`config.mk`:
```
export PLATFORM = sky130hd
export DESIGN_NAME = commit_stage
export DESIGN_NICKNAME = d
export VERILOG_FILES = /design/src/logic/commit_pkg.sv /design/src/logic/load_align.sv /design/src/logic/lane_writeback.sv /design/src/logic/load_data_hold.sv /design/src/logic/redirect_gen.sv /design/src/logic/commit_stage.sv
export SDC_FILE = /design/constraint.sdc
export NUM_CORES = 1
export LEC_CHECK = 0
export ABC_CLOCK_PERIOD_IN_PS = 4000
export CAP_MARGIN = 10
export CORE_AREA = 3 3 272 274
export DETAILED_ROUTE_END_ITERATION = 12
export DIE_AREA = 0 0 275 277
export DONT_BUFFER_PORTS = 1
export PLACE_DENSITY_LB_ADDON = 0.08
export SETUP_SLACK_MARGIN = 0.05
export SLEW_MARGIN = 10
export SYNTH_ARGS = -nofsm -noshare
export SYNTH_HDL_FRONTEND = slang
export SYNTH_SLANG_ARGS = --single-unit
```
`constraint.sdc`:
```
create_clock -name clk -period 4 [get_ports clk]
set_input_delay 0.2 -clock clk [delete_from_list [all_inputs] [get_ports clk]]
set_output_delay 0.2 -clock clk [all_outputs]
set_load 0.005 [all_outputs]
```
`src/logic/commit_pkg.sv`:
```
package commit_pkg;

    // 32-bit data or address word
    typedef logic [31:0] word_t;

    // architectural register number
    typedef logic [4:0] reg_addr_t;

    // decoded operation as seen at commit
    typedef enum logic [3:0] {
        OP_OTHER = 4'd0,
        OP_LB    = 4'd1,
        OP_LBU   = 4'd2,
        OP_LH    = 4'd3,
        OP_LHU   = 4'd4,
        OP_LW    = 4'd5,
        OP_SB    = 4'd6,
        OP_SH    = 4'd7,
        OP_SW    = 4'd8,
        OP_ERET  = 4'd9
    } decoded_op_t;

    // boot exception vector, general exception offset
    parameter word_t EXC_ENTRY_DEFAULT = 32'hBFC00380;

endpackage

```
`src/logic/load_align.sv`:
```
`timescale 1ns/1ns

module load_align (
    input  commit_pkg::word_t       word,
    input  logic [1:0]              offset,
    input  commit_pkg::decoded_op_t op,
    output commit_pkg::word_t       value
);

    logic [7:0]  byte_sel;
    logic [15:0] half_sel;

    // little-endian lanes within the word
    assign byte_sel = word[{offset, 3'b000} +: 8];
    assign half_sel = word[{offset[1], 4'b0000} +: 16];

    always_comb
    begin
        case (op)
            commit_pkg::OP_LB:
            begin
                value = {{24{byte_sel[7]}}, byte_sel};
            end
            commit_pkg::OP_LBU:
            begin
                value = {24'd0, byte_sel};
            end
            commit_pkg::OP_LH:
            begin
                value = {{16{half_sel[15]}}, half_sel};
            end
            commit_pkg::OP_LHU:
            begin
                value = {16'd0, half_sel};
            end
            default:
            begin
                // LW and everything else pass through
                value = word;
            end
        endcase
    end

    // misaligned halfwords must have trapped before commit
    always_comb
    begin
        if (op == commit_pkg::OP_LH || op == commit_pkg::OP_LHU)
        begin
            assert final (offset[0] == 1'b0)
            else $error("halfword load at odd offset %0d", offset);
        end
    end

endmodule

```
`src/logic/lane_writeback.sv`:
```
`timescale 1ns/1ns

module lane_writeback (
    input  commit_pkg::word_t     load_value,
    input  commit_pkg::word_t     alu_result,
    input  commit_pkg::reg_addr_t destreg,
    input  logic                  regwrite,
    input  logic                  memtoreg,
    output commit_pkg::word_t     result,
    output commit_pkg::reg_addr_t bypass_destreg,
    output logic                  bypass_wen,
    output logic                  bypass_memtoreg
);

    logic dest_is_zero;

    assign dest_is_zero = (destreg == '0);

    // loads take the formatted memory word
    assign result = memtoreg ? load_value : alu_result;

    assign bypass_destreg  = destreg;
    assign bypass_memtoreg = memtoreg;

    // $zero is hardwired, never forward into it
    assign bypass_wen = regwrite & ~dest_is_zero;

endmodule

```
`src/logic/load_data_hold.sv`:
```
`timescale 1ns/1ns

module load_data_hold (
    input  logic              clk,
    input  logic              rst,
    input  logic              stall,
    input  logic              dmem_en,
    input  logic              dmem_data_ok,
    input  commit_pkg::word_t dmem_rd,
    output commit_pkg::word_t load_data,
    output logic              finish_cdata
);

    commit_pkg::word_t rd_held;
    logic              done;

    // a response early in a stall is kept until the stall drops
    always_ff @(posedge clk)
    begin
        if (rst || !stall)
        begin
            rd_held <= '0;
            done    <= 1'b0;
        end
        else
        begin
            if (dmem_data_ok)
            begin
                rd_held <= dmem_rd;
            end
            done <= done | dmem_data_ok;
        end
    end

    // live response wins over the held copy
    assign load_data = dmem_data_ok ? dmem_rd : rd_held;

    assign finish_cdata = ~dmem_en | dmem_data_ok | done;

    // an idle memory port never holds up the pipeline
    assert property (@(posedge clk) disable iff (rst)
        !dmem_en |-> finish_cdata)
    else $error("finish_cdata low with dmem_en low");

endmodule

```
`src/logic/redirect_gen.sv`:
```
`timescale 1ns/1ns

module redirect_gen #(
    parameter commit_pkg::word_t exc_entry = commit_pkg::EXC_ENTRY_DEFAULT
) (
    input  logic                    exception_valid,
    input  commit_pkg::decoded_op_t lane1_op,
    input  commit_pkg::decoded_op_t lane0_op,
    input  commit_pkg::word_t       lane1_epc,
    input  commit_pkg::word_t       lane0_epc,
    input  logic                    lane1_branch,
    input  logic                    lane1_jump,
    input  logic                    lane1_jr,
    input  logic                    lane1_taken,
    input  logic                    lane1_pred_taken,
    input  commit_pkg::word_t       lane1_pcbranch,
    input  commit_pkg::word_t       lane1_pcjump,
    input  commit_pkg::word_t       lane1_srca,
    input  commit_pkg::word_t       lane1_pcplus4,
    input  commit_pkg::word_t       lane0_pcplus4,
    output logic                    redirect_exception,
    output logic                    redirect_eret,
    output logic                    redirect_branch,
    output logic                    redirect_jump,
    output logic                    redirect_jr,
    output commit_pkg::word_t       redirect_exc_pc,
    output commit_pkg::word_t       redirect_epc,
    output commit_pkg::word_t       redirect_pcbranch,
    output commit_pkg::word_t       redirect_pcjump,
    output commit_pkg::word_t       redirect_pcjr,
    output commit_pkg::word_t       commit_pc,
    output logic                    predict_wen,
    output logic                    predict_taken,
    output commit_pkg::word_t       predict_target
);

    logic lane1_eret;
    logic lane0_eret;
    logic direct_jump;

    assign lane1_eret  = (lane1_op == commit_pkg::OP_ERET);
    assign lane0_eret  = (lane0_op == commit_pkg::OP_ERET);
    assign direct_jump = lane1_jump & ~lane1_jr;

    assign redirect_exception = exception_valid;
    assign redirect_exc_pc    = exc_entry;

    // older lane owns the epc when both could claim it
    assign redirect_eret = lane1_eret | lane0_eret;
    assign redirect_epc  = lane1_eret ? lane1_epc : lane0_epc;

    // mispredict either way; a wrongly taken branch resumes at the delay slot's successor
    assign redirect_branch   = lane1_branch & (lane1_taken != lane1_pred_taken);
    assign redirect_pcbranch = lane1_pred_taken ? lane0_pcplus4 : lane1_pcbranch;

    assign redirect_jump   = lane1_jump & ~lane1_pred_taken;
    assign redirect_pcjump = lane1_pcjump;

    assign redirect_jr   = lane1_jr;
    assign redirect_pcjr = lane1_srca;

    // predictor is indexed by the control instruction's own pc
    assign commit_pc      = lane1_pcplus4 - 32'd4;
    assign predict_wen    = lane1_branch | direct_jump;
    assign predict_taken  = lane1_taken | direct_jump;
    assign predict_target = lane1_jump ? lane1_pcjump : lane1_pcbranch;

    always_comb
    begin
        assert final (!(lane1_branch && lane1_jump))
        else $error("lane 1 decoded as both branch and jump");
    end

endmodule

```
`src/logic/commit_stage.sv`:
```
`timescale 1ns/1ns

module commit_stage #(
    parameter commit_pkg::word_t exc_entry = commit_pkg::EXC_ENTRY_DEFAULT
) (
    input  logic                    clk,
    input  logic                    rst,
    input  logic                    stall,
    input  commit_pkg::decoded_op_t lane1_op,
    input  commit_pkg::word_t       lane1_alu_result,
    input  commit_pkg::reg_addr_t   lane1_destreg,
    input  logic                    lane1_regwrite,
    input  logic                    lane1_memtoreg,
    input  logic                    lane1_memwrite,
    input  commit_pkg::word_t       lane1_pcplus4,
    input  commit_pkg::word_t       lane1_epc,
    input  commit_pkg::decoded_op_t lane0_op,
    input  commit_pkg::word_t       lane0_alu_result,
    input  commit_pkg::reg_addr_t   lane0_destreg,
    input  logic                    lane0_regwrite,
    input  logic                    lane0_memtoreg,
    input  logic                    lane0_memwrite,
    input  commit_pkg::word_t       lane0_pcplus4,
    input  commit_pkg::word_t       lane0_epc,
    input  logic                    lane1_branch,
    input  logic                    lane1_jump,
    input  logic                    lane1_jr,
    input  logic                    lane1_taken,
    input  logic                    lane1_pred_taken,
    input  commit_pkg::word_t       lane1_pcbranch,
    input  commit_pkg::word_t       lane1_pcjump,
    input  commit_pkg::word_t       lane1_srca,
    input  logic                    exception_valid,
    input  logic                    dmem_en,
    input  commit_pkg::word_t       dmem_addr,
    input  commit_pkg::word_t       dmem_rd,
    input  logic                    dmem_data_ok,
    output commit_pkg::word_t       lane1_result,
    output commit_pkg::word_t       lane0_result,
    output commit_pkg::reg_addr_t   bypass_destreg1,
    output commit_pkg::reg_addr_t   bypass_destreg0,
    output logic                    bypass_wen1,
    output logic                    bypass_wen0,
    output logic                    bypass_memtoreg1,
    output logic                    bypass_memtoreg0,
    output logic                    redirect_exception,
    output logic                    redirect_eret,
    output logic                    redirect_branch,
    output logic                    redirect_jump,
    output logic                    redirect_jr,
    output commit_pkg::word_t       redirect_exc_pc,
    output commit_pkg::word_t       redirect_epc,
    output commit_pkg::word_t       redirect_pcbranch,
    output commit_pkg::word_t       redirect_pcjump,
    output commit_pkg::word_t       redirect_pcjr,
    output commit_pkg::word_t       commit_pc,
    output logic                    predict_wen,
    output logic                    predict_taken,
    output commit_pkg::word_t       predict_target,
    output logic                    finish_cdata
);

    logic                    lane1_mem;
    logic                    lane0_mem;
    commit_pkg::decoded_op_t mem_op;
    commit_pkg::word_t       load_data;
    commit_pkg::word_t       load_value;

    assign lane1_mem = lane1_memtoreg | lane1_memwrite;
    assign lane0_mem = lane0_memtoreg | lane0_memwrite;

    // only one memory port, so lane 1 claims it first
    assign mem_op = lane1_mem ? lane1_op : lane0_op;

    load_data_hold hold (
        .clk          (clk),
        .rst          (rst),
        .stall        (stall),
        .dmem_en      (dmem_en),
        .dmem_data_ok (dmem_data_ok),
        .dmem_rd      (dmem_rd),
        .load_data    (load_data),
        .finish_cdata (finish_cdata)
    );

    load_align align (
        .word   (load_data),
        .offset (dmem_addr[1:0]),
        .op     (mem_op),
        .value  (load_value)
    );

    lane_writeback lane1_wb (
        .load_value      (load_value),
        .alu_result      (lane1_alu_result),
        .destreg         (lane1_destreg),
        .regwrite        (lane1_regwrite),
        .memtoreg        (lane1_memtoreg),
        .result          (lane1_result),
        .bypass_destreg  (bypass_destreg1),
        .bypass_wen      (bypass_wen1),
        .bypass_memtoreg (bypass_memtoreg1)
    );

    lane_writeback lane0_wb (
        .load_value      (load_value),
        .alu_result      (lane0_alu_result),
        .destreg         (lane0_destreg),
        .regwrite        (lane0_regwrite),
        .memtoreg        (lane0_memtoreg),
        .result          (lane0_result),
        .bypass_destreg  (bypass_destreg0),
        .bypass_wen      (bypass_wen0),
        .bypass_memtoreg (bypass_memtoreg0)
    );

    redirect_gen #(
        .exc_entry (exc_entry)
    ) redirect (
        .exception_valid    (exception_valid),
        .lane1_op           (lane1_op),
        .lane0_op           (lane0_op),
        .lane1_epc          (lane1_epc),
        .lane0_epc          (lane0_epc),
        .lane1_branch       (lane1_branch),
        .lane1_jump         (lane1_jump),
        .lane1_jr           (lane1_jr),
        .lane1_taken        (lane1_taken),
        .lane1_pred_taken   (lane1_pred_taken),
        .lane1_pcbranch     (lane1_pcbranch),
        .lane1_pcjump       (lane1_pcjump),
        .lane1_srca         (lane1_srca),
        .lane1_pcplus4      (lane1_pcplus4),
        .lane0_pcplus4      (lane0_pcplus4),
        .redirect_exception (redirect_exception),
        .redirect_eret      (redirect_eret),
        .redirect_branch    (redirect_branch),
        .redirect_jump      (redirect_jump),
        .redirect_jr        (redirect_jr),
        .redirect_exc_pc    (redirect_exc_pc),
        .redirect_epc       (redirect_epc),
        .redirect_pcbranch  (redirect_pcbranch),
        .redirect_pcjump    (redirect_pcjump),
        .redirect_pcjr      (redirect_pcjr),
        .commit_pc          (commit_pc),
        .predict_wen        (predict_wen),
        .predict_taken      (predict_taken),
        .predict_target     (predict_target)
    );

    // issue never pairs two memory ops
    assert property (@(posedge clk) disable iff (rst) !(lane1_mem && lane0_mem))
    else $error("both lanes carry a memory operation");

endmodule

```
# ---- Word-level counts from Yosys, hierarchy flattened
# Cells that the tools add are included.
dict set report op_classes {
  addsub 1
  eq_ne 7
  shift 2
  mux 8
  n_bitwise 17
  reduce_logical 4
}
# operator count
set op_table {}
lappend op_table {{two-way mux 32 bit} 6}
lappend op_table {{case mux 32 bit (4 select lines)} 1}
lappend op_table {{variable part select 32 x 6 -> 16 bit} 1}
lappend op_table {{variable part select 32 x 6 -> 8 bit} 1}
lappend op_table {{subtractor 32 x 3 -> 32 bit (second input constant)} 1}
lappend op_table {{zero test 5 bit} 2}
lappend op_table {{== test 4 x 2 -> 1 bit (second input constant)} 2}
lappend op_table {{== test 4 bit (second input constant)} 2}
lappend op_table {{OR 1 bit} 7}
lappend op_table {{AND 1 bit} 5}
lappend op_table {{NOT 1 bit} 5}
lappend op_table {{== test 4 x 1 -> 1 bit (second input constant)} 1}
lappend op_table {{== test 4 x 3 -> 1 bit (second input constant)} 1}
lappend op_table {{two-way mux 4 bit} 1}
lappend op_table {{zero test 1 bit} 1}
lappend op_table {{logical OR 1 bit} 1}
lappend op_table {{!= test 1 bit} 1}
dict set report totals {
  ff_bits 33
  in_bits 387
  output_inout_bits 310
  elab_cells 41
}

# ---- Depth between registers and ports, before layout
dict set report logic_depth {
  word_depth 5
  mapped_depth 7
  ltp_nobuf 6
}

# ---- Hierarchy
# From an unflattened synthesis, not the netlist that was laid out.
dict set report unflattened {
  cells_unflattened 596
  area_unflattened_um2 5711.7
}
# module n_inst cells_per_inst area_each_um2 seq_area_each_um2
set by_module_without_submodules {}
lappend by_module_without_submodules {redirect_gen 1 303 2588.7 0.0}
lappend by_module_without_submodules {load_data_hold 1 108 1462.7 660.6}
lappend by_module_without_submodules {lane_writeback 2 44 447.9 0.0}
lappend by_module_without_submodules {load_align 1 92 693.2 0.0}
lappend by_module_without_submodules {commit_stage 1 5 71.3 0.0}

# ---- Worst setup path after synthesis
# No wires, ideal clock.
dict set report synth_timing {
  path_type {input to output}
  from {input dmem_data_ok}
  to {output lane0_result[21]}
  arrival_time_ns 1.847
  t_required_ns 3.800
  slack_ns 1.953
  cell_stages 7
  path_buffers 2
  cell_sequence {buf_4 > mux4_2 > or4b_1 > a221o_1 > nand2_4 > buf_6 > o22a_1}
}
dict set report synth_via {
  elab_chain_cells 4
  word_cells_on_any_way 5
  cone_classes {shift: 2; mux: 3}
}
# element line
set synth_lines {}
lappend synth_lines {{start: declaration} commit_stage.sv:37} ;# input logic dmem_data_ok,
lappend synth_lines {{two-way mux 32 bit *} load_data_hold.sv:36} ;# assign load_data = dmem_data_ok ? dmem_rd : rd_held;
lappend synth_lines {{variable part select 32 x 6 -> 16 bit or variable part select 32 x 6 -> 8 bit (tied branches)} {load_align.sv:15, load_align.sv:14}}
lappend synth_lines {{case mux 32 bit (4 select lines) *} load_align.sv:19} ;# case (op)
lappend synth_lines {{two-way mux 32 bit *} lane_writeback.sv:20} ;# assign result = memtoreg ? load_value : alu_result;
lappend synth_lines {{end: declaration} commit_stage.sv:39} ;# output commit_pkg::word_t lane0_result,
# Every way passes the cells marked *; elsewhere a longest branch is shown, timed or not.

# ---- Final worst setup path
dict set report layout_timing {
  from {register hold.rd_held[7]}
  to {output lane0_result[14]}
}
dict set report layout_via {
  elab_chain_cells 4
}
# element line
set layout_lines {}
lappend layout_lines {{start: declaration} load_data_hold.sv:14} ;# commit_pkg::word_t rd_held;
lappend layout_lines {{start signal: assignment} load_data_hold.sv:29} ;# rd_held <= dmem_rd;
lappend layout_lines {{two-way mux 32 bit} load_data_hold.sv:36}
lappend layout_lines {{variable part select 32 x 6 -> 8 bit} load_align.sv:14} ;# assign byte_sel = word[{offset, 3'b000} +: 8];
lappend layout_lines {{case mux 32 bit (4 select lines)} load_align.sv:19}
lappend layout_lines {{two-way mux 32 bit} lane_writeback.sv:20}
# Every way passes these cells.

==> impl_metrics.yaml <==
status:
  status: "completed"
detailed_routing:
  viasPerCell: 3.18
  drc: 0
  avgRoutedWirePerCell_um: 22.9
  first_pass_iters: 6
  final_antenna_net_count: 0
  vias: 4798
  drt_iter0_markers: 142
  routed_wl_mm: 34.6
setup_path:
  endpoint_kind: "output pin"
  startpoint_type: "flop"
  path_class: "reg -> out"
  cp_max_fo: 4
  cp.arrival_ns: 2.59
  cp.required_ns: 3.80
clock_network:
  root_buffer: "clkbuf_16"
  clkLatencyLatePin_ns: 0.29
  cts.clk_slew.worst_paths_ns: 0.06
  cts_buffer_depth: 2
  cts_buffers: 5
  ctsHtreeMaxLevel: 2
  hold_buffers: 0
  cts_resized: 0
  cts_setup_buffers: 0
  clkSinkCount: 33
  cts_tree: "done"
synthesis:
  synthFlopType: "dfxtp_1"
  async_flop_share: 0
  synth_cell_types: 50
  ys_warn_count: 0
  syn_avg_cell_area_um2: 8.32
  synth_seq_cells: 33
  syn_area_mm2: 0.00552
  synthCells: 663
  synth_edf_count: 0
  ys_seq_area_frac: 0.120
layout:
  fin_util: 0.0847
  area_growth_pct: 9.93
  layout.nets: 943
  layout-drive-gt1-share: 0.261
  fin_cells: 1509
pwr:
  ir_drop_mv: 0.200
  p_leak_nw: 1.92
  powerDensity_mw_per_mm2: 214
timing:
  maxSlewViolCount: 0
  hold_viol: 0
  finalSetupViolCount: 0
  fin_skew_ns: 0
  rsz0062_at_grt: "false"
  setup_tns_ns: 0
  timing.slew.headroom: 0.372
  timing.final.crit_share: 0.698
  max_slew.worst_pin.slew_ns: 0.929
  fmax_ghz: 0.358
  period_minus_slack_ns: 2.79
placement:
  dp.cells: 1498
  gp_congestion: 0.687
  numPortBuffers: 0
  dp.final_hpwl_mm: 30.2
floorplan:
  fp.dieW_um: 275
  num_rows: 98
  start_util: 0.0771
  io-pin-count: 697
  dieHeight_um: 277
  core_mm2: 0.0716
  die_area_mm2: 0.0762
grt:
  grt_start_max_net_pins: 60
  antenna_found_initial: 15
  grt_use_total: 0.0836
  grt_overflow_total: 0
  grt_pass1_wl_mm: 44.7
  grt_pass1_vias: 5212
hold_path:
  hp-class: "in -> reg"
job:
  drv_cap: 0
==> where the power goes <==
part | switching [W] | internal, W
clock network | 0.000174 | 0.000312
logic | 0.000261 | 0.000205
registers | 0.00000544 | 0.000340
total | 0.000441 | 0.000857
==> layout by cell type (no fill, tap or decap), types with 11 or more instances in the layout <==
| master | n |
|---|---|
| nand2_1 | 42 |
| and2_1 | 11 |
| xor2_1 | 21 |
| o22ai_1 | 14 |
| o22a_1 | 34 |
| mux4_2 | 18 |
| mux2i_1 | 33 |
| a31oi_1 | 15 |
| conb_1 | 32 |
| dfxtp_1 | 33 |
| a221oi_1 | 16 |
| nor2_1 | 81 |
| mux2_2 | 97 |
==> metrics by stage <==
stage | worst slack [ns] | total power, W | instance area (µm²) | hold WS, ns
floorplan | 1.95 | 0.000819 | 5630 | 0.375
global placement | 1.16 | 0.000843 | 5890 | 0.399
detailed placement | 1.17 | 0.000832 | 5890 | 0.400
CTS | 1.01 | 0.00135 | 6060 | 0.0858
global route | 1.02 | 0.00138 | 6070 | 0.109
finish | 1.21 | 0.00130 | 6070 | 0.0973
==> cell families (layout without fill, tap and decap cells) <==
kind of cell               after synthesis  after routing  synth area share
and+or+nand+nor                        186            186             0.163
DFF                                     33             33             0.120
adders and majority gates                1              1           0.00227
other                                    2             35           0.00136
buffers and inverters                  160             23             0.191
AOI/OAI and AO/OA                      105            105             0.147
xor gates and xnor gates                27             27            0.0429
muxes                                  149            149             0.333
==> flip-flops by register name, indices dropped and copies added, names as in the netlist <==
signal,cells
hold.done,1
hold.rd_held,32
==> final timing paths <==
check / from / end / slack (ns) / cells past startpoint
worst min-delay path: dmem_rd[10] / hold.rd_held[10]$_SDFF_PP0_ / 0.1 / 2
worst max-delay path: hold.rd_held[7]$_SDFF_PP0_ / lane0_result[14] / 1.21 / 6
worst max register to register: hold.rd_held[31]$_SDFF_PP0_ / hold.rd_held[31]$_SDFF_PP0_ / 3.17 / 2
worst min register to register: hold.done$_SDFF_PP0_ / hold.done$_SDFF_PP0_ / 0.47 / 2
==> per-layer routing <==
metal,track usage,part of all wire,routed length [µm]
met1,0.0750,0.31,10900
met2,0.168,0.55,18900
met3,0.0297,0.10,3610
met4,0.0307,0.032,1100
met5,0,0.0016,55
==> worst max-delay path, cell delays in order (launching register included) <==
cell and delay [ns]:
dfxtp_1 0.37, mux4_2 0.24, mux2i_1 0.09, a2111oi_2 0.74, nor3b_2 0.15, buf_4 0.21, a221oi_1 0.50
==> cells in the mapped netlist (2+ instances only) <==
master    count  area, µm²
nor3_1        9       45.0
inv_1         5       18.8
a31oi_1      15       93.8
nand2_4       2       22.5
buf_1         3       11.3
nor2_1       81        304
clkbuf_1     27        101
nand2b_1      7       43.8
nand3_1       3       15.0
a221oi_1     16        140
nor4bb_1      3       30.0
and2_1       11       68.8
o22a_1       34        298
buf_4       114        856
nor3b_2       2       25.0
nor2b_1       2       12.5
o211ai_1      2       15.0
mux4_2       18        405
or3_1         2       12.5
nand2_1      42        158
or2_2         3       18.8
o22ai_1      14       87.6
or4_1         7       52.6
o21a_1        4       30.0
mux2_2       97       1090
buf_6         2       22.5
xnor2_1       6       52.6
buf_2         9       45.0
o21ai_0      10       50.1
dfxtp_1      33        661
mux2i_1      34        340
o31ai_1       2       15.0
conb_1        2       7.51
nor4_1        5       31.3
xor2_1       21        184
or4b_1        2       20.0
==> cell type report <==
class	count	area [µm²]
clock inverters	1	30.0
clock buffers	7	143
repair buffers	10	75.1
flip-flops and latches	33	661
well taps	950	1190
inverters	5	18.8
multi-input cells	500	3940
diodes	3	7.51
fillers	8396	65500
Power figures use the tool's default switching activity.
